<file path="src/design/rv_trap_params.svh">
`ifndef RV_TRAP_PARAMS_SVH
`define RV_TRAP_PARAMS_SVH

// ######################################################################
// Datapath width.
// ######################################################################

`define XLEN 32

// ######################################################################
// Machine CSR numbers.
// ######################################################################

`define CSR_MTVEC  12'h305 // Trap vector base.
`define CSR_MEPC   12'h341
`define CSR_MCAUSE 12'h342
`define CSR_MTVAL  12'h343
`define CSR_TDATA1 12'h7A1 // Bit 0 enables the breakpoint.
`define CSR_TDATA2 12'h7A2 // Breakpoint address.

// ######################################################################
// Exception cause codes.
// ######################################################################

`define MCAUSE_INST_MALIGN  0
`define MCAUSE_INST_FAULT   1
`define MCAUSE_INST_ILLEGAL 2
`define MCAUSE_BREAKPOINT   3 // Shared by ebreak and both breakpoint kinds.
`define MCAUSE_LOAD_MALIGN  4
`define MCAUSE_LOAD_FAULT   5
`define MCAUSE_STORE_MALIGN 6
`define MCAUSE_STORE_FAULT  7
`define MCAUSE_ENV_CALL     11

// ######################################################################
// Memory map.
// ######################################################################

// The only region that answers, base inclusive and limit exclusive.
`define MEM_BASE  32'h0000_1000
`define MEM_LIMIT 32'h0000_9000

`endif

</file>
<file path="src/design/rv_trap_pkg.sv">
`include "rv_trap_params.svh"

package rv_trap_pkg;

    // ######################################################################
    // Vector types.
    // ######################################################################

    // Address, PC or CSR data.
    typedef logic [`XLEN-1:0] xlen_t;

    // CSR number as it appears in the instruction.
    typedef logic [11:0] csr_addr_t;

    // Access size.
    // 0 byte, 1 half, 2 word.
    typedef logic [1:0] mem_size_t;

    // ######################################################################
    // Sequencer states.
    // ######################################################################

    typedef enum logic [1:0] {
        SEQ_IDLE  = 2'd0, // Waiting for a step.
        SEQ_FETCH = 2'd1, // write_ir phase.
        SEQ_EXEC  = 2'd2  // write_pc phase.
    } seq_state_t;

endpackage

</file>
<file path="src/design/mem_check.sv">
`timescale 1ns/1ps
`include "rv_trap_params.svh"

module mem_check (
    input  rv_trap_pkg::xlen_t     chk_addr,
    input  rv_trap_pkg::mem_size_t chk_size,
    input  logic                   chk_fetch,
    input  logic                   bkpt_en,
    input  rv_trap_pkg::xlen_t     bkpt_addr,
    output logic                   hit,
    output logic                   malign,
    output logic                   breakpoint
);
    import rv_trap_pkg::*;

    xlen_t           extent;    // Bytes past the first one.
    logic [`XLEN:0]  last_byte; // One bit wider so a wrap cannot fake a hit.

    always_comb begin
        unique case (chk_size)
            2'd0:    extent = xlen_t'(0);
            2'd1:    extent = xlen_t'(1);
            default: extent = xlen_t'(3);
        endcase
    end

    assign last_byte = {1'b0, chk_addr} + {1'b0, extent};

    // Both ends of the access must lie in the region.
    assign hit = (chk_addr >= `MEM_BASE)
              && (last_byte < {1'b0, `MEM_LIMIT});

    always_comb begin
        if (chk_fetch) begin
            malign = |chk_addr[1:0]; // Instructions are always word aligned.
        end else begin
            unique case (chk_size)
                2'd0:    malign = 1'b0;
                2'd1:    malign = chk_addr[0];
                default: malign = |chk_addr[1:0];
            endcase
        end
    end

    // Exact address match only.
    assign breakpoint = bkpt_en && (chk_addr == bkpt_addr);

endmodule

</file>
<file path="src/design/instr_seq.sv">
`timescale 1ns/1ps

module instr_seq (
    input  logic                   clk,
    input  logic                   arst_n,
    input  logic                   step,
    input  rv_trap_pkg::xlen_t     pc,
    input  rv_trap_pkg::xlen_t     next_pc,
    input  rv_trap_pkg::xlen_t     mem_addr,
    input  rv_trap_pkg::mem_size_t mem_size,
    input  logic                   is_load,
    input  logic                   is_store,
    input  logic                   illegal,
    input  logic                   ecall,
    input  logic                   ebreak,
    input  logic                   trap,
    output logic                   busy,
    output logic                   done,
    output logic                   write_ir,
    output logic                   write_pc,
    output logic                   store,
    output logic                   is_mem,
    output logic                   illegal_q,
    output logic                   ecall_q,
    output logic                   ebreak_q,
    output rv_trap_pkg::xlen_t     pc_q,
    output rv_trap_pkg::xlen_t     next_pc_q,
    output rv_trap_pkg::xlen_t     mem_addr_q,
    output rv_trap_pkg::xlen_t     chk_addr,
    output rv_trap_pkg::mem_size_t chk_size,
    output logic                   chk_fetch
);
    import rv_trap_pkg::*;

    localparam mem_size_t SIZE_WORD = 2'd2;

    seq_state_t state;
    seq_state_t state_nxt;
    logic       accept;
    logic       load_q;
    logic       store_q;
    mem_size_t  size_q;

    assign accept = step && (state == SEQ_IDLE); // Steps while busy are dropped.

    always_comb begin
        state_nxt = state;
        unique case (state)
            SEQ_IDLE:  if (accept) state_nxt = SEQ_FETCH;
            SEQ_FETCH: state_nxt = trap ? SEQ_IDLE : SEQ_EXEC; // Fetch trap skips EXEC.
            SEQ_EXEC:  state_nxt = SEQ_IDLE;
            default:   state_nxt = SEQ_IDLE;
        endcase
    end

    always_ff @(posedge clk or negedge arst_n) begin
        if (!arst_n) begin
            state     <= SEQ_IDLE;
            load_q    <= 1'b0;
            store_q   <= 1'b0;
            illegal_q <= 1'b0;
            ecall_q   <= 1'b0;
            ebreak_q  <= 1'b0;
        end else begin
            state <= state_nxt;
            if (accept) begin
                load_q    <= is_load;
                store_q   <= is_store;
                illegal_q <= illegal;
                ecall_q   <= ecall;
                ebreak_q  <= ebreak;
            end
        end
    end

    // Descriptor payload.
    always_ff @(posedge clk) begin
        if (accept) begin
            pc_q       <= pc;
            next_pc_q  <= next_pc;
            mem_addr_q <= mem_addr;
            size_q     <= mem_size;
        end
    end

    assign busy     = (state != SEQ_IDLE);
    assign write_ir = (state == SEQ_FETCH);
    assign write_pc = (state == SEQ_EXEC);
    assign done     = (write_ir && trap) || write_pc;
    assign store    = store_q;
    assign is_mem   = load_q || store_q;

    // Address under check in each phase.
    always_comb begin
        chk_addr  = pc_q;
        chk_size  = SIZE_WORD;
        chk_fetch = 1'b1;
        if (write_pc) begin
            if (is_mem) begin
                chk_addr  = mem_addr_q;
                chk_size  = size_q;
                chk_fetch = 1'b0;
            end else begin
                chk_addr  = next_pc_q; // Branch target alignment.
            end
        end
    end

endmodule

</file>
<file path="src/design/int_ctl.sv">
`timescale 1ns/1ps
`include "rv_trap_params.svh"

module int_ctl (
    input  logic               write_ir,
    input  logic               write_pc,
    input  logic               store,
    input  logic               is_mem,
    input  logic               breakpoint,
    input  logic               hit,
    input  logic               illegal,
    input  logic               malign,
    input  logic               ecall,
    input  logic               ebreak,
    input  rv_trap_pkg::xlen_t pc_q,
    input  rv_trap_pkg::xlen_t next_pc_q,
    input  rv_trap_pkg::xlen_t mem_addr_q,
    output rv_trap_pkg::xlen_t mcause_in,
    output rv_trap_pkg::xlen_t mtval_in,
    output logic               trap
);
    import rv_trap_pkg::*;

    // ######################################################################
    // Qualified conditions.
    // ######################################################################

    logic mem_phase;
    assign mem_phase = write_pc && is_mem; // Checker results refer to data.

    logic inst_breakpoint, inst_fault, inst_invalid, inst_align;
    logic env_call, env_break, ls_breakpoint;
    logic l_align, l_fault, s_align, s_fault;

    assign inst_breakpoint = breakpoint && write_ir;
    assign inst_fault      = !hit       && write_ir;
    assign inst_invalid    = illegal    && write_ir;
    assign inst_align      = malign     && write_pc && !is_mem; // next_pc target.
    assign env_call        = ecall      && write_pc;
    assign env_break       = ebreak     && write_pc;
    assign ls_breakpoint   = breakpoint && mem_phase;
    assign l_align         = malign     && mem_phase && !store;
    assign l_fault         = !hit       && mem_phase && !store;
    assign s_align         = malign     && mem_phase && store;
    assign s_fault         = !hit       && mem_phase && store;

    assign trap = inst_breakpoint || inst_fault || inst_invalid || inst_align
               || env_call || env_break || ls_breakpoint
               || l_align || l_fault || s_align || s_fault;

    // ######################################################################
    // Cause and trap value, highest priority first.
    // ######################################################################

    always_comb begin
        mcause_in = '0;
        mtval_in  = '0;
        if (inst_breakpoint) begin
            mcause_in = xlen_t'(`MCAUSE_BREAKPOINT);
            mtval_in  = pc_q;
        end else if (inst_fault) begin
            mcause_in = xlen_t'(`MCAUSE_INST_FAULT);
            mtval_in  = pc_q;
        end else if (inst_invalid) begin
            mcause_in = xlen_t'(`MCAUSE_INST_ILLEGAL);
            mtval_in  = pc_q;
        end else if (inst_align) begin
            mcause_in = xlen_t'(`MCAUSE_INST_MALIGN);
            mtval_in  = next_pc_q;
        end else if (env_call) begin
            mcause_in = xlen_t'(`MCAUSE_ENV_CALL);
            mtval_in  = pc_q;
        end else if (env_break) begin
            mcause_in = xlen_t'(`MCAUSE_BREAKPOINT);
            mtval_in  = pc_q;
        end else if (ls_breakpoint) begin
            mcause_in = xlen_t'(`MCAUSE_BREAKPOINT);
            mtval_in  = mem_addr_q;
        end else if (l_align) begin
            mcause_in = xlen_t'(`MCAUSE_LOAD_MALIGN);
            mtval_in  = mem_addr_q;
        end else if (l_fault) begin
            mcause_in = xlen_t'(`MCAUSE_LOAD_FAULT);
            mtval_in  = mem_addr_q;
        end else if (s_align) begin
            mcause_in = xlen_t'(`MCAUSE_STORE_MALIGN);
            mtval_in  = mem_addr_q;
        end else if (s_fault) begin
            mcause_in = xlen_t'(`MCAUSE_STORE_FAULT);
            mtval_in  = mem_addr_q;
        end
    end

endmodule

</file>
<file path="src/design/csr_regs.sv">
`timescale 1ns/1ps
`include "rv_trap_params.svh"

module csr_regs (
    input  logic                   clk,
    input  logic                   arst_n,
    input  logic                   csr_we,
    input  rv_trap_pkg::csr_addr_t csr_addr,
    input  rv_trap_pkg::xlen_t     csr_wdata,
    output rv_trap_pkg::xlen_t     csr_rdata,
    input  logic                   trap_we,
    input  rv_trap_pkg::xlen_t     mcause_in,
    input  rv_trap_pkg::xlen_t     mtval_in,
    input  rv_trap_pkg::xlen_t     epc,
    output rv_trap_pkg::xlen_t     ivec,
    output rv_trap_pkg::xlen_t     bkpt_addr,
    output logic                   bkpt_en
);
    import rv_trap_pkg::*;

    xlen_t mtvec;
    xlen_t mepc;
    xlen_t mcause;
    xlen_t mtval;
    xlen_t tdata1;
    xlen_t tdata2;

    // ######################################################################
    // Register updates.
    // ######################################################################

    always_ff @(posedge clk or negedge arst_n) begin
        if (!arst_n) begin
            mtvec  <= '0;
            mepc   <= '0;
            mcause <= '0;
            mtval  <= '0;
            tdata1 <= '0;
            tdata2 <= '0;
        end else begin
            if (csr_we) begin
                unique case (csr_addr)
                    `CSR_MTVEC:  mtvec  <= {csr_wdata[`XLEN-1:2], 2'b00}; // Direct mode only.
                    `CSR_MEPC:   mepc   <= csr_wdata;
                    `CSR_MCAUSE: mcause <= csr_wdata;
                    `CSR_MTVAL:  mtval  <= csr_wdata;
                    `CSR_TDATA1: tdata1 <= csr_wdata;
                    `CSR_TDATA2: tdata2 <= csr_wdata;
                    default: ;
                endcase
            end
            // Later assignment wins, so a trap overrides a software write.
            if (trap_we) begin
                mepc   <= epc;
                mcause <= mcause_in;
                mtval  <= mtval_in;
            end
        end
    end

    // ######################################################################
    // Read port and trigger outputs.
    // ######################################################################

    always_comb begin
        unique case (csr_addr)
            `CSR_MTVEC:  csr_rdata = mtvec;
            `CSR_MEPC:   csr_rdata = mepc;
            `CSR_MCAUSE: csr_rdata = mcause;
            `CSR_MTVAL:  csr_rdata = mtval;
            `CSR_TDATA1: csr_rdata = tdata1;
            `CSR_TDATA2: csr_rdata = tdata2;
            default:     csr_rdata = '0; // Unimplemented CSRs read zero.
        endcase
    end

    assign ivec      = {mtvec[`XLEN-1:2], 2'b00};
    assign bkpt_en   = tdata1[0];
    assign bkpt_addr = tdata2;

endmodule

</file>
<file path="src/design/rv_trap_top.sv">
`timescale 1ns/1ps

module rv_trap_top (
    input  logic                   clk,
    input  logic                   arst_n,
    input  logic                   step,
    input  rv_trap_pkg::xlen_t     pc,
    input  rv_trap_pkg::xlen_t     next_pc,
    input  rv_trap_pkg::xlen_t     mem_addr,
    input  rv_trap_pkg::mem_size_t mem_size,
    input  logic                   is_load,
    input  logic                   is_store,
    input  logic                   illegal,
    input  logic                   ecall,
    input  logic                   ebreak,
    input  logic                   csr_we,
    input  rv_trap_pkg::csr_addr_t csr_addr,
    input  rv_trap_pkg::xlen_t     csr_wdata,
    output rv_trap_pkg::xlen_t     csr_rdata,
    output logic                   busy,
    output logic                   done,
    output logic                   trap,
    output rv_trap_pkg::xlen_t     ivec
);
    import rv_trap_pkg::*;

    // Sequencer outputs.
    logic      write_ir, write_pc, store, is_mem;
    logic      illegal_q, ecall_q, ebreak_q;
    xlen_t     pc_q, next_pc_q, mem_addr_q;
    xlen_t     chk_addr;
    mem_size_t chk_size;
    logic      chk_fetch;

    // Checker and CSR side.
    logic      hit, malign, breakpoint;
    logic      bkpt_en;
    xlen_t     bkpt_addr;
    xlen_t     mcause_in, mtval_in;

    instr_seq u_instr_seq (
        .clk, .arst_n, .step,
        .pc, .next_pc, .mem_addr, .mem_size,
        .is_load, .is_store, .illegal, .ecall, .ebreak,
        .trap, .busy, .done, .write_ir, .write_pc, .store, .is_mem,
        .illegal_q, .ecall_q, .ebreak_q,
        .pc_q, .next_pc_q, .mem_addr_q,
        .chk_addr, .chk_size, .chk_fetch
    );

    mem_check u_mem_check (
        .chk_addr, .chk_size, .chk_fetch,
        .bkpt_en, .bkpt_addr,
        .hit, .malign, .breakpoint
    );

    int_ctl u_int_ctl (
        .write_ir, .write_pc, .store, .is_mem,
        .breakpoint, .hit, .malign,
        .illegal (illegal_q),
        .ecall   (ecall_q),
        .ebreak  (ebreak_q),
        .pc_q, .next_pc_q, .mem_addr_q,
        .mcause_in, .mtval_in, .trap
    );

    csr_regs u_csr_regs (
        .clk, .arst_n,
        .csr_we, .csr_addr, .csr_wdata, .csr_rdata,
        .trap_we (trap),
        .mcause_in, .mtval_in,
        .epc     (pc_q), // Faulting instruction address.
        .ivec, .bkpt_addr, .bkpt_en
    );

endmodule

</file>
<file path="config.mk">
export PLATFORM = sky130hd
export DESIGN_NAME = rv_trap_top
export DESIGN_NICKNAME = d
export VERILOG_FILES = /design/src/design/rv_trap_pkg.sv /design/src/design/mem_check.sv /design/src/design/instr_seq.sv /design/src/design/int_ctl.sv /design/src/design/csr_regs.sv /design/src/design/rv_trap_top.sv
export VERILOG_INCLUDE_DIRS = /design/src /design/src/design
export SDC_FILE = /design/constraint.sdc
export NUM_CORES = 1
export LEC_CHECK = 0
export ABC_AREA = 1
export BUFFER_PORTS_ARGS = -buffer_cell sky130_fd_sc_hd__buf_2
export CORE_MARGIN = 2
export CORE_UTILIZATION = 24
export DETAILED_ROUTE_END_ITERATION = 12
export PLACE_DENSITY = 0.49
export SYNTH_ARGS = -nofsm -noshare
export SYNTH_HDL_FRONTEND = slang
export SYNTH_SLANG_ARGS = --single-unit
</file>
<file path="constraint.sdc">
create_clock -name clk -period 4.3 [get_ports clk]
set_input_delay 0.86 -clock clk [delete_from_list [all_inputs] [get_ports clk]]
set_output_delay 0.86 -clock clk [all_outputs]
set_load 0.1 [all_outputs]
</file>
## After elaboration in Yosys (flattened, before gate mapping)

Cells that the tools add are included.

- Add/sub/neg operators: 1
- Order comparisons: 2
- Equal/unequal tests: 11
- Muxes and demuxes: 44
- Reductions and logical operators: 48

Operators with widths:

| kind | count |
|---|---|
| two-way mux 32 bit | 32 |
| one-hot mux 32 bit (6 select lines) | 1 |
| == test 12 x 10 -> 1 bit (second input constant) | 4 |
| adder 32 x 2 -> 33 bit | 1 |
| < comparator 33 x 16 -> 1 bit (second input constant) | 1 |
| == test 32 bit | 1 |
| greater-or-equal comparator 32 x 13 -> 1 bit (second input constant) | 1 |
| == test 12 x 11 -> 1 bit (second input constant) | 2 |
| logical AND 1 bit | 19 |
| logical OR 1 bit | 12 |
| AND reduction 2 bit | 6 |
| nonzero test 2 bit | 5 |
| two-way mux 2 bit | 4 |
| one-hot mux 2 bit (2 select lines) | 2 |
| == test 2 x 1 -> 1 bit (second input constant) | 2 |
| zero test 2 bit | 2 |
| zero test 1 bit | 3 |
| two-way mux 1 bit | 3 |
| two-way mux 3 bit | 1 |
| == test 2 bit (second input constant) | 1 |
| inequality test 2 x 1 -> 1 bit (second input constant) | 1 |
| one-hot mux 1 bit (2 select lines) | 1 |
| OR reduction 2 bit | 1 |

- Register bits after elaboration: 295
- Bits of input ports: 151
- Output and inout bits: 67

## Logic depth before layout (Yosys ltp)

Gate-level depths: netlist of run 1.

- Word-level depth: 23
- Gate-level depth with buffers: 32
- Gate-level depth less buffers: 31

## Modules after synthesis

From an unflattened synthesis of run 1, not the netlist that was laid out.

- Cells, all modules: 2,424
- Area, all modules: 17,299.1 um2

By module, submodules not included:

| module | instances | cells each | area an instance (um2) |
|---|---|---|---|
| csr_regs | 1 | 1,437 | 10,117.2 |
| instr_seq | 1 | 377 | 4,254.1 |
| mem_check | 1 | 333 | 1,647.8 |
| int_ctl | 1 | 277 | 1,280.0 |

## Least setup slack after synthesis of run 1

No wires, ideal clock.

- Kind: reg2out
- Start point: register u_instr_seq.store_q (netlist: u_instr_seq.store)
- End point: output port done
- Arrival: 3.555 ns
- Data required time: 3.440 ns
- Slack: -0.115 ns
- Stages on the path, launching flop included: 24
- Path buffers: 1
- Path through: dfrtp_1 > nor2_4 > nor2_4 > buf_2 > nand2_1 > o21ai_0 > nor2_1 > inv_1 > ha_1 > inv_1 > nor2_1 > nand2_1 > nand2_1 > nand2_1 > nor2_2 > nand2_1 > nand2_1 > nand2_1 > nor2_1 > nand2_1 > nor2_1 > nand3_2 > o21ai_4 > nand3_1

- Longest elaborated chain between the ends: 22
- Elaborated cells between the ends (all ways): 46

RTL lines:

| what | line | source |
|---|---|---|
| start, declared | instr_seq.sv:41 | `logic store_q;` |
| start signal, assigned | instr_seq.sv:68 | `store_q <= is_store;` |
| logical OR 1 bit | instr_seq.sv:91 | `assign is_mem = load_q \|\| store_q;` |
| two-way mux 2 bit | instr_seq.sv:99 | `if (is_mem) begin` |
| two-way mux 2 bit | instr_seq.sv:98 | `if (write_pc) begin` |
| == test 2 x 1 -> 1 bit or zero test 2 bit (tied branches) | mem_check.sv:20, mem_check.sv:37 |  |
| one-hot mux 2 bit (2 select lines) | mem_check.sv:20 | `unique case (chk_size)` |
| adder 32 x 2 -> 33 bit | mem_check.sv:27 | `assign last_byte = {1'b0, chk_addr} + {1'b0, extent};` |
| < comparator 33 x 16 -> 1 bit | mem_check.sv:31 | `` && (last_byte < {1'b0, `MEM_LIMIT}); `` |
| logical AND 1 bit | mem_check.sv:30 | `` assign hit = (chk_addr >= `MEM_BASE) `` |
| zero test 1 bit | int_ctl.sv:36, int_ctl.sv:43, int_ctl.sv:45 |  |
| logical AND 1 bit | int_ctl.sv:36 | `assign inst_fault = !hit && write_ir;` |
| logical OR 1 bit (3 in a row) | int_ctl.sv:47 | `assign trap = inst_breakpoint \|\| inst_fault \|\| inst_invalid \|\| inst_align` |
| logical OR 1 bit (3 in a row) | int_ctl.sv:48 | `\|\| env_call \|\| env_break \|\| ls_breakpoint` |
| logical OR 1 bit (3 in a row) | int_ctl.sv:49 | `\|\| l_align \|\| l_fault \|\| s_align \|\| s_fault;` |
| logical OR 1 bit (*) | int_ctl.sv:49 |  |
| logical AND 1 bit (*) | instr_seq.sv:89 | `assign done = (write_ir && trap) \|\| write_pc;` |
| logical OR 1 bit (*) | instr_seq.sv:89 |  |
| end, declared | rv_trap_top.sv:21 | `output logic done,` |

Mark *: on every way between the ends. The rest lies on a longest branch, timed or not.

## Worst setup path in the final report of run 1

- Start point: register u_instr_seq.store_q (netlist: u_instr_seq.store)
- End point: output port trap

- Longest elaborated chain between the ends: 20
- Elaborated cells between the ends (all ways): 44

RTL lines:

| what | line | source |
|---|---|---|
| logical OR 1 bit | instr_seq.sv:91 |  |
| two-way mux 2 bit | instr_seq.sv:99 |  |
| two-way mux 2 bit | instr_seq.sv:98 |  |
| == test 2 x 1 -> 1 bit or zero test 2 bit (tied branches) | mem_check.sv:20, mem_check.sv:37 |  |
| one-hot mux 2 bit (2 select lines) | mem_check.sv:20 |  |
| adder 32 x 2 -> 33 bit | mem_check.sv:27 |  |
| < comparator 33 x 16 -> 1 bit | mem_check.sv:31 |  |
| logical AND 1 bit | mem_check.sv:30 |  |
| zero test 1 bit | int_ctl.sv:36, int_ctl.sv:43, int_ctl.sv:45 |  |
| logical AND 1 bit | int_ctl.sv:36 |  |
| logical OR 1 bit (3 in a row) | int_ctl.sv:47 |  |
| logical OR 1 bit (3 in a row) | int_ctl.sv:48 |  |
| logical OR 1 bit (3 in a row) | int_ctl.sv:49 |  |
| logical OR 1 bit (*) | int_ctl.sv:49 |  |
| end, declared | rv_trap_top.sv:22 | `output logic trap,` |

Marks and branches as above.

==> metrics.yaml, run 1 <==
floorplan:
  io_pins: 218
  dieArea_um2: 68970
  initial_utilization_pct: 24.33
  num_rows: 94
  fp.coreArea_um2: 65980
  die_h_um: 262.6
  chipWidth_um: 262.6
placement:
  dpl.hpwl_um: 49380
  io_buffers: 215
  routabilityCongestion: 0.9205
global_route:
  antenna_found_initial: 4
  grt_pass1_vias: 15150
  grt_max_degree: 93
  grt_usage_pct: 18.48
  grt_first_pass_wirelength_um: 96740
  overflow: 0
cts:
  clock_path_buffers: 3
  cts_max_level: 2
  clkTransAtPathRegs_ps: 60
  cts_root_buffer: "clkbuf_16"
  clock-sinks: 295
  cts_buffers: 36
  clk_latency_ps: 560
  cts_hold_buf: 0
  cts_tree: "done"
setup_path:
  endpoint: "trap"
  arrival_ps: 3580
  critPathLaunchType: "flip-flop"
  crit_type: "reg2out"
  slowest_delay_ps: 410
  cp_max_fo: 4
  cp.buffers_inverters: 2
  worst-path-stages: 18
  cpMaxStageDelayCell: "dfrtp_1"
  path_cells: "nor2_4, nor2_4, nand2_2, o21ai_2, nor2_2, inv_2, ha_4, nand4_1, a21oi_2, nand2_1, nor2_1, xor2_1, nand2_1, nor2_4, nand3_4, o21ai_4, nand4_4, buf_12"
  worstReg2RegEnd: "u_csr_regs.mtval[29]$_DFFE_PN0P_"
  critical_path.startpoint: "u_instr_seq.store$_DFFE_PN0P_"
  crit_family: "simple AND/OR/NAND/NOR gates"
  reg2reg_depth: 24
  cpMostUsedCell: "nor2_4"
  cp-end-kind: "primary output"
  crit_required_ps: 3440
  r2r_setup_slack_ps: 400
  r2r-start: "u_instr_seq.store$_DFFE_PN0P_"
timing:
  max_slew_margin_pct: 19.39
  finalWorstSetupSlack_ps: -141.7
  rsz0062_at_grt: "yes"
  tns_ps: -259.4
  skew_ps: 33.95
  final-hold-violation-count: 0
  slew_viol_final: 0
  setup_viol: 2
  layout_min_cycle_time_ps: 4442
  max_freq_mhz: 225.1
  fin_crit_sh_pct: 103.3
  tightest_slew_ps: 1205
yosys:
  synth-seq-area-share_pct: 49.05
  synth_compound_area_share_pct: 10.96
  synth_area_um2: 16050
  synth_top_family_by_area: "simple AND/OR/NAND/NOR gates"
  yosys.area_share.simple_pct: 30.67
  yosys.cell_types.count: 45
  syn_area_per_cell_um2: 7.647
  syn_inst: 2099
  ys_ff_latch: 295
  synth_fa_ha_area_share_pct: 0.07795
  yosysWarnings: 0
  synth_xor_area_share_pct: 1.146
  synthMuxAreaShare_pct: 0
layout:
  final_util_pct: 31.37
  final_cell_mix: "nand2_1 (733), inv_1 (214), dfrtp_1 (196)"
  fill_cells: 6998
  final_common_cell: "nand2_1"
  syn_to_final_growth_pct: 28.93
  fin_nets: 2502
  layout-drive-gt1-share_pct: 19.95
pwr:
  p_per_area_nw_per_um2: 629.7
  p_leak_nw: 9.643
  ir_drop_v: 0.0004377
  power_w: 0.01303
detailed_routing:
  routed_wl_um: 65180
  viasPerCell: 4.779
  firstDrtPassIters: 5
  vias: 15490
  drc_errors: 0
  drt_first_iter_violations: 1694
  wl_per_cell_um: 20.11
  ant_nets: 0
status:
  status: "complete, but fails checks"
  violations: "setup timing"
flow_run:
  max_cap_violations: 0
worst_hold_path:
  hp-class: "in2async"
-- final cells by class --
class | instances | area (um^2) | area share [%]
Timing Repair Buffer | 305 | 2502 | 12.09
Antenna cell | 1 | 2.502 | 0.01209
Multi-Input combinational cell | 1487 | 7291 | 35.23
Clock inverter | 14 | 113.9 | 0.5501
Inverter | 225 | 848.3 | 4.099
Sequential cell | 295 | 7874 | 38.04
Clock buffer | 50 | 983.4 | 4.752
Tap cell | 864 | 1081 | 5.223
-- cells by family (layout without fill, tap and decap cells) --
logic type                 after synthesis  in the layout
adders and majority gates                1              1
and+or+nand+nor                       1164           1164
buffers and inverters                  318            594
xor gates and xnor gates                21             21
DFF                                    295            295
other                                    1              3
AOI/OAI and AO/OA                      299            299
-- registers in the layout (all words and copies together), names as in the netlist --
| register | flops |
|---|---|
| u_csr_regs.bkpt_addr | 32 |
| u_csr_regs.mcause | 32 |
| u_csr_regs.mepc | 32 |
| u_csr_regs.mtval | 32 |
| u_csr_regs.tdata1 | 32 |
| u_instr_seq.mem_addr_q | 32 |
| u_instr_seq.next_pc_q | 32 |
| u_instr_seq.pc_q | 32 |
| u_csr_regs.mtvec | 30 |
| u_instr_seq.size_q | 2 |
| u_instr_seq.state | 2 |
| u_instr_seq.ebreak_q | 1 |
| u_instr_seq.ecall_q | 1 |
| u_instr_seq.illegal_q | 1 |
| u_instr_seq.load_q | 1 |
| u_instr_seq.store | 1 |
-- worst min path at each step --
| stage | cells after the start | startpoint | end |
|---|---|---|---|
| global placement | 2 | u_csr_regs.mcause[25]$_DFFE_PN0P_ | u_csr_regs.mcause[25]$_DFFE_PN0P_ |
| detailed placement | 2 | u_csr_regs.mcause[16]$_DFFE_PN0P_ | u_csr_regs.mcause[16]$_DFFE_PN0P_ |
| global route | 1 | arst_n | u_csr_regs.mtvec[30]$_DFFE_PN0P_ |
| floorplan | 2 | u_csr_regs.mcause[25]$_DFFE_PN0P_ | u_csr_regs.mcause[25]$_DFFE_PN0P_ |
| CTS | 1 | arst_n | u_csr_regs.tdata1[27]$_DFFE_PN0P_ |
| finish | 1 | arst_n | u_csr_regs.mtvec[30]$_DFFE_PN0P_ |
-- what timing repair did --
item	4_1_cts	5_1_grt
pin swaps	15	26
cloned	0	1
resized for setup	41	67
setup endpoints to repair	2	6
buffers inserted	6	6
endpoints found under the hold margin	0	0
-- power breakdown --
group	total (W)	switching [W]	leakage, nW	internal (W)
logic	0.00623	0.00425	5.55	0.00198
registers	0.00391	0.000350	3.55	0.00356
clock network	0.00289	0.00123	0.541	0.00167
-- per-stage QoR --
| step | instances | setup WS [ps] | hold WS [ps] | area [um^2] |
|---|---|---|---|---|
| floorplan | 2100 | 109.0 | 441.9 | 16060 |
| global placement | 3163 | -95.04 | 453.8 | 19080 |
| detailed placement | 3163 | -64.65 | 458.6 | 19080 |
| CTS | 3233 | -327.0 | 431.0 | 20370 |
| global route | 3240 | -316.5 | 470.1 | 20690 |
| finish | 3241 | -141.7 | 416.2 | 20700 |
-- layer usage --
| layer | global-route usage, % | vias up | part of all wire [%] |
|---|---|---|---|
| li1 | - | 7368 | - |
| met1 | 26.12 | 7432 | 46 |
| met2 | 28.30 | 584 | 44 |
| met3 | 3.504 | 101 | 7.2 |
| met4 | 6.027 | 4 | 2.9 |
| met5 | 0 | - | 0.034 |
-- synth_stat cells, drive strengths merged --
cell	n	area, um^2
inv	222	833.3
xnor2	2	17.52
buf	36	236.5
clkbuf	57	214.0
o21ai	186	945.9
o21a	1	7.510
o22ai	2	12.51
nor2	172	709.4
a21oi	30	150.1
a22o	5	43.79
o2111ai	1	8.760
clkinv	3	12.51
nor4	9	56.30
a21boi	1	7.510
dfrtp	197	4930
and2	2	12.51
conb	1	3.750
o221ai	3	26.28
nand3	157	835.8
ha	1	12.51
a221oi	25	219.0
xor2	19	166.4
a211oi	1	7.510
nor3	17	90.09
nand3b	14	105.1
o211ai	44	330.3
edfxtp	98	2943
nor4b	1	8.760
nand2	751	2834
nand4	41	271.5
(Power assumes the default switching activity.)
==> inputs of run 2 (changes only) <==
SETUP_SLACK_MARGIN = 0.4   (was unset)
==> run 2 against run 1 <==
  * Largest power group unchanged
  * Non-clock buffer count grew 42
  * Critical path type unchanged
  * Die area stayed put
  * First-iteration DRC count decreased by 5.4%
  * Clock power increased by 8.7%
  * Power increased by 8.3%
  * Sequential power barely moved
  * Flip-flop and latch count stayed put
  * Combinational power grew 13%
  * Maximum frequency shrank 1.8%
  * Clock skew shrank 14 ps
  * The flow still finishes with violations (setup timing)
  * Via count grew 1.5%
==> metrics.yaml, run 2 (synthesis gave the netlist of run 1 again) <==
pwr:
  p_seq_share_pct: 27.7  # -2.3 points
  p_per_area_nw_per_um2: 657.4  # +4.4%
  p_leak_nw: 9.996  # +3.7%
  p_switching_w: 0.006190  # +6.2%
  power_frac_comb_pct: 50.0  # +2.2 points
  switching_share_pct: 43.87  # -0.85 points
  internal_power_w: 0.007920  # +9.9%
  clockPowerShare_pct: 22.2  # about the same
  ir_drop_v: 0.0004459  # +1.9%
  power_w: 0.01411  # +8.3%
floorplan:
  die_h_um: 262.6  # unchanged
  initial_utilization_pct: 24.33  # unchanged
  dieArea_um2: 68970  # unchanged
  io_pins: 218  # unchanged
  fp.coreArea_um2: 65980  # unchanged
  chipWidth_um: 262.6  # unchanged
  num_rows: 94  # unchanged
global_route:
  grt_usage_pct: 18.90  # +0.42 points
  grt_first_pass_wirelength_um: 98560  # +1.9%
  grt_pass1_vias: 15320  # +1.1%
  overflow: 0  # unchanged
  grt_max_degree: 71  # -24%
  antenna_found_initial: 1  # -3
detailed_routing:
  wl_per_cell_um: 20.60  # +2.5%
  drc_errors: 0  # unchanged
  viasPerCell: 4.785  # +0.13%
  ant_nets: 0  # unchanged
  drt_first_iter_violations: 1603  # -5.4%
  firstDrtPassIters: 5  # unchanged
  vias: 15720  # +1.5%
  routed_wl_um: 67660  # +3.8%
layout:
  layout-drive-gt1-share_pct: 22.98  # +3.0 points
  diodes: 0  # -1
  syn_to_final_growth_pct: 33.71
  fin_nets: 2544  # +1.7%
  final_common_cell: "nand2_1"
  final_cell_mix: "nand2_1 (732), inv_1 (214), dfrtp_1 (195)"
  fill_cells: 6934  # -0.91%
setup_path:
  crit_type: "reg2out"
  cp_max_fo: 5  # +1
  critical_path.startpoint: "u_instr_seq.state[0]$_DFFE_PN0P_"
  r2r-start: "u_instr_seq.state[0]$_DFFE_PN0P_"
  cp-end-kind: "primary output"
  crit_required_ps: 3440  # about the same
  r2r_setup_slack_ps: 340  # -60 ps
  arrival_ps: 3660  # +80 ps
  critPathLaunchType: "flip-flop"
placement:
  routabilityCongestion: 0.9129  # -0.83%
  io_buffers: 215  # unchanged
  dpl.hpwl_um: 50780  # +2.8%
timing:
  rsz0062_at_grt: "yes"
  slew_viol_final: 0  # unchanged
  final-hold-violation-count: 0  # unchanged
  hold_ws_ps: 270.5  # -145.8 ps
  fin_crit_sh_pct: 105.2  # +1.9 points
  finalWorstSetupSlack_ps: -222.6  # -80.86 ps
  max_freq_mhz: 221.1  # -1.8%
  tightest_slew_ps: 826.0  # -378.8 ps
  max_slew_margin_pct: 44.87  # +25 points
  layout_min_cycle_time_ps: 4523  # +80.86 ps
  setup_viol: 2  # unchanged
  tns_ps: -399.4  # -140.0 ps
  skew_ps: 19.58  # -14.37 ps
status:
  violations: "setup timing"
  status: "complete, but fails checks"
cts:
  clkTransAtPathRegs_ps: 60  # about the same
  cts_tree: "done"
  cts_hold_buf: 0  # unchanged
  clock-sinks: 295  # unchanged
  cts_max_level: 2  # unchanged
  cts_buffers: 36  # unchanged
  clk_latency_ps: 550  # about the same
  cts_root_buffer: "clkbuf_16"
  clock_path_buffers: 3  # unchanged
worst_hold_path:
  hp-class: "in2async"
flow_run:
  max_cap_violations: 0  # unchanged
run 2: changes by cell type in the layout (fill, tap and decap cells not counted), moves of 3 or more:
cell / previous run / this run
o21ai_0: 161 / 155
clkbuf_16: 37 / 42
o21ai_2: 2 / 7
nor2_4: 21 / 26
clkbuf_1: 11 / 8
clkinv_1: 4 / 1
nor2_1: 117 / 100
buf_4: 67 / 96
nor2_2: 33 / 45
buf_12: 49 / 54
nand3_2: 17 / 21
nand3_1: 133 / 127
run 2: worst paths after layout:
path                                                endpoint  depth (start not counted)
max in group asynchronous    u_csr_regs.mtvec[8]$_DFFE_PN0P_                          2
min reg2reg                u_csr_regs.mcause[29]$_DFFE_PN0P_                          2
min                        u_csr_regs.tdata1[26]$_DFFE_PN0P_                          1
max reg2reg                 u_csr_regs.mtval[29]$_DFFE_PN0P_                         27
min in group clk           u_csr_regs.mcause[29]$_DFFE_PN0P_                          2
max                                                     trap                         21
run 2: timing repair:
item                       CTS  global route
cloned                       2             5
gates resized for setup     76            85
setup endpoints to repair   97            97
buffers inserted             5             8
pin swaps                   20            19
run 2: worst max-delay path, cell delays in order, from the launching register on:
cell and delay [ps]:
dfrtp_2 430, inv_2 100, nand2_4 70, nor2_4 260
clkbuf_16 220, nand2_1 100, nand3_2 120, buf_4 140
nand2_1 50, nor2_1 130, nand2_1 70, nor2_1 180
nand2_1 70, nand2_1 60, nand2_1 50, inv_1 70
nand3_2 80, nor2_2 120, nand3_4 120, o21ai_4 240
nand4_4 200, buf_12 220
run 2: per-stage QoR:
step	instances	util, %	area, um^2	worst slack, ps
final	3284	32.53	21460	-222.6
after global routing	3284	32.53	21460	-442.2
after CTS	3271	31.80	20980	-251.0
after detailed placement	3198	29.39	19390	48.79
after global placement	3198	29.39	19390	15.12
after floorplan	2100	-	16140	253.2
run 2: final cells by class:
| class | instances | area [um^2] | area share (%) |
|---|---|---|---|
| Sequential cell | 295 | 7875 | 36.69 |
| Multi-Input combinational cell | 1487 | 7446 | 34.69 |
| Timing Repair Buffer | 347 | 3005 | 14.00 |
| Tap cell | 864 | 1081 | 5.037 |
| Clock buffer | 50 | 1025 | 4.774 |
| Inverter | 225 | 848.3 | 3.952 |
| Clock inverter | 16 | 182.7 | 0.8511 |
run 2: power groups by stage:
stage | clock network, W | logic (W) | registers (W)
finish | 0.00314 | 0.00706 | 0.00391
global placement | 0 | 0.00599 | 0.00394
global route | 0.00330 | 0.00763 | 0.00396
floorplan | 0 | 0.00366 | 0.00384
CTS | 0.00320 | 0.00637 | 0.00390
detailed placement | 0 | 0.00602 | 0.00395
run 2: per-layer routing:
metal | routed length, um | global-route usage (%) | vias to the layer above | part of all wire (%)
met1 | 30950 | 26.70 | 7610 | 46
met5 | 7 | 0 | - | 0.010
met4 | 1695 | 5.545 | 2 | 2.5
met2 | 30470 | 29.37 | 580 | 45
met3 | 4543 | 3.439 | 77 | 6.7
li1 | - | - | 7446 | -
==> inputs of run 3 (changes only) <==
CELL_PAD_IN_SITES_DETAIL_PLACEMENT = 1   (was unset)
CELL_PAD_IN_SITES_GLOBAL_PLACEMENT = 2   (was unset)
PLACE_DENSITY = 0.7   (was 0.49)
SETUP_SLACK_MARGIN = 0.05   (was 0.4)
==> run 3 against run 2 <==
  * Clock-buffer cell count increased by 1
  * Clock skew decreased by 4.2 ps
  * The run still ends with setup timing left
  * Sequential power about the same
  * Largest power group unchanged
  * Final cell count fell by 0.88%
==> metrics.yaml, run 3 (synthesis gave the netlist of run 1 again) <==
status:
  status: "complete, but fails checks"
  violations: "setup timing"
layout:
  final_cell_mix: "nand2_1 (736), inv_1 (215), dfrtp_1 (196)"
  layout-drive-gt1-share_pct: 20.70  # -2.3 points
  diodes: 0  # unchanged
  layout.cells.non_filler: 3255  # -0.88%
  syn_to_final_growth_pct: 29.77
  final_common_cell: "nand2_1"
  fin_nets: 2518  # -1.0%
  fill_cells: 7849  # +13%
setup_path:
  crit_required_ps: 3440  # about the same
  critical_path.startpoint: "u_instr_seq.load_q$_DFFE_PN0P_"
  critPathLaunchType: "flip-flop"
  arrival_ps: 3660  # about the same
  reg2reg_depth: 29  # +7.4%
  crit_type: "reg2out"
  r2r_setup_slack_ps: 180  # -160 ps
  cp-end-kind: "primary output"
  worstReg2RegEnd: "u_csr_regs.mtval[17]$_DFFE_PN0P_"
  endpoint: "trap"
  r2r-start: "u_instr_seq.load_q$_DFFE_PN0P_"
  cp_max_fo: 12  # +7
cts:
  cts_tree: "done"
  cts_buffers: 37  # +2.8%
  cts_max_level: 2  # unchanged
  clock-sinks: 295  # unchanged
  clock_path_buffers: 3  # unchanged
  clk_latency_ps: 560  # about the same
  clkTransAtPathRegs_ps: 60  # about the same
  cts_root_buffer: "clkbuf_16"
detailed_routing:
  firstDrtPassIters: 5  # unchanged
  viasPerCell: 4.794  # +0.17%
  drc_errors: 0  # unchanged
  drt_first_iter_violations: 1239  # -23%
  ant_nets: 0  # unchanged
  routed_wl_um: 71370  # +5.5%
  wl_per_cell_um: 21.93  # +6.4%
  vias: 15600  # -0.71%
timing:
  layout_min_cycle_time_ps: 4522  # -0.9410 ps
  max_slew_margin_pct: 39.84  # -5.0 points
  skew_ps: 15.38  # -4.199 ps
  tns_ps: -397.0  # +2.389 ps
  setup_viol: 2  # unchanged
  hold_ws_ps: 298.9  # +28.43 ps
  rsz0062_at_grt: "yes"
  fin_crit_sh_pct: 105.2  # about the same
  max_freq_mhz: 221.2  # about the same
  slew_viol_final: 0  # unchanged
  final-hold-violation-count: 0  # unchanged
  tightest_slew_ps: 901.4  # +75.44 ps
  finalWorstSetupSlack_ps: -221.6  # +0.9410 ps
pwr:
  clockPowerShare_pct: 22.8  # +0.6 points
  power_frac_comb_pct: 48.1  # -1.9 points
  switching_share_pct: 45.61  # +1.7 points
  p_per_area_nw_per_um2: 648.6  # -1.3%
  p_leak_nw: 9.715  # -2.8%
  internal_power_w: 0.007349  # -7.2%
  p_switching_w: 0.006162  # -0.44%
  ir_drop_v: 0.0003475  # -22%
  power_w: 0.01351  # -4.2%
  p_seq_share_pct: 29.0  # +1.3 points
global_route:
  grt_first_pass_wirelength_um: 105800  # +7.3%
  overflow: 0  # unchanged
  grt_usage_pct: 20.30  # +1.4 points
  grt_max_degree: 100  # +41%
  antenna_found_initial: 1  # unchanged
  grt_pass1_vias: 16120  # +5.3%
floorplan:
  fp.coreArea_um2: 65980  # unchanged
  dieArea_um2: 68970  # unchanged
  chipWidth_um: 262.6  # unchanged
  initial_utilization_pct: 24.33  # unchanged
  io_pins: 218  # unchanged
  num_rows: 94  # unchanged
  die_h_um: 262.6  # unchanged
worst_hold_path:
  hp-class: "in2async"
flow_run:
  max_cap_violations: 0  # unchanged
placement:
  dp.cells: 3175  # -0.72%
  routabilityCongestion: 0.9135  # about the same
  dp_slack_ps: -0.4308  # -49.23 ps
  io_buffers: 215  # unchanged
  dpl.hpwl_um: 54520  # +7.4%
## run 3: cell types whose count changed in the layout (fill, tap and decap cells not counted), moves of 5 or more
cell	before	now
nor2_1	100	118
buf_12	54	47
nor2_2	45	36
nand3_4	9	4
buf_4	96	87
nor2_4	26	17
## run 3: worst min-delay path by stage
| stage | to | cells past startpoint |
|---|---|---|
| floorplan | u_csr_regs.mcause[25]$_DFFE_PN0P_ | 2 |
| global placement | u_csr_regs.mcause[17]$_DFFE_PN0P_ | 2 |
| detailed placement | u_csr_regs.mcause[22]$_DFFE_PN0P_ | 2 |
| CTS | u_instr_seq.load_q$_DFFE_PN0P_ | 1 |
| global route | u_csr_regs.mcause[7]$_DFFE_PN0P_ | 1 |
| finish | u_csr_regs.mcause[7]$_DFFE_PN0P_ | 1 |
## run 3: power by group through the flow
stage          clock, W  combinational, W  sequential (W)
2_1_floorplan         0           0.00359         0.00384
3_3_place_gp          0           0.00599         0.00394
5_1_grt         0.00326           0.00710         0.00397
4_1_cts         0.00317           0.00626         0.00391
3_5_place_dp          0           0.00609         0.00396
6_report        0.00309           0.00650         0.00392
## run 3: critical path, stage by stage, from the launching register on
cell,delay (ps)
dfrtp_1,410
nor2_4,70
buf_4,180
nor2_1,180
nand2_1,150
ha_4,310
inv_2,40
nor2_2,80
nand2_2,100
buf_4,170
a21oi_4,150
nand2_1,70
nand2_1,60
nand2_1,50
nor2_1,140
nand3_1,100
nor2_2,130
nand3_4,120
o21ai_4,200
nand4_4,180
buf_12,210
## run 3: repair_timing
item / in CTS / in global routing
resized for setup: 34 / 80
pin swaps: 13 / 16
hold buffers: 0 / 0
endpoints found under the hold margin: 0 / 0
setup buffers: 8 / 8
endpoints found under the setup margin: 2 / 86
## run 3: area by class of cell
| cell class | instances | area (um^2) | share of cell area [%] |
|---|---|---|---|
| sequential | 295 | 7874 | 37.80 |
| timing repair buffer | 320 | 2565 | 12.31 |
| multi-input combinational | 1487 | 7286 | 34.98 |
| clock buffer | 51 | 1050 | 5.040 |
| clock inverter | 13 | 126.4 | 0.6067 |
| tap | 864 | 1081 | 5.190 |
| inverter | 225 | 848.3 | 4.073 |
## run 3: stage by stage
stage,util [%],instance area (um^2)
2_1_floorplan,-,16060
3_3_place_gp,28.99,19130
3_5_place_dp,28.99,19130
4_1_cts,31.05,20490
5_1_grt,31.57,20830
6_report,31.57,20830
## run 3: metal layers
| metal | global-route usage [%] | share of wire [%] |
|---|---|---|
| met1 | 28.56 | 48 |
| met2 | 32.30 | 45 |
| met3 | 3.645 | 5.5 |
| met4 | 4.706 | 2.0 |
| met5 | 0 | 0 |
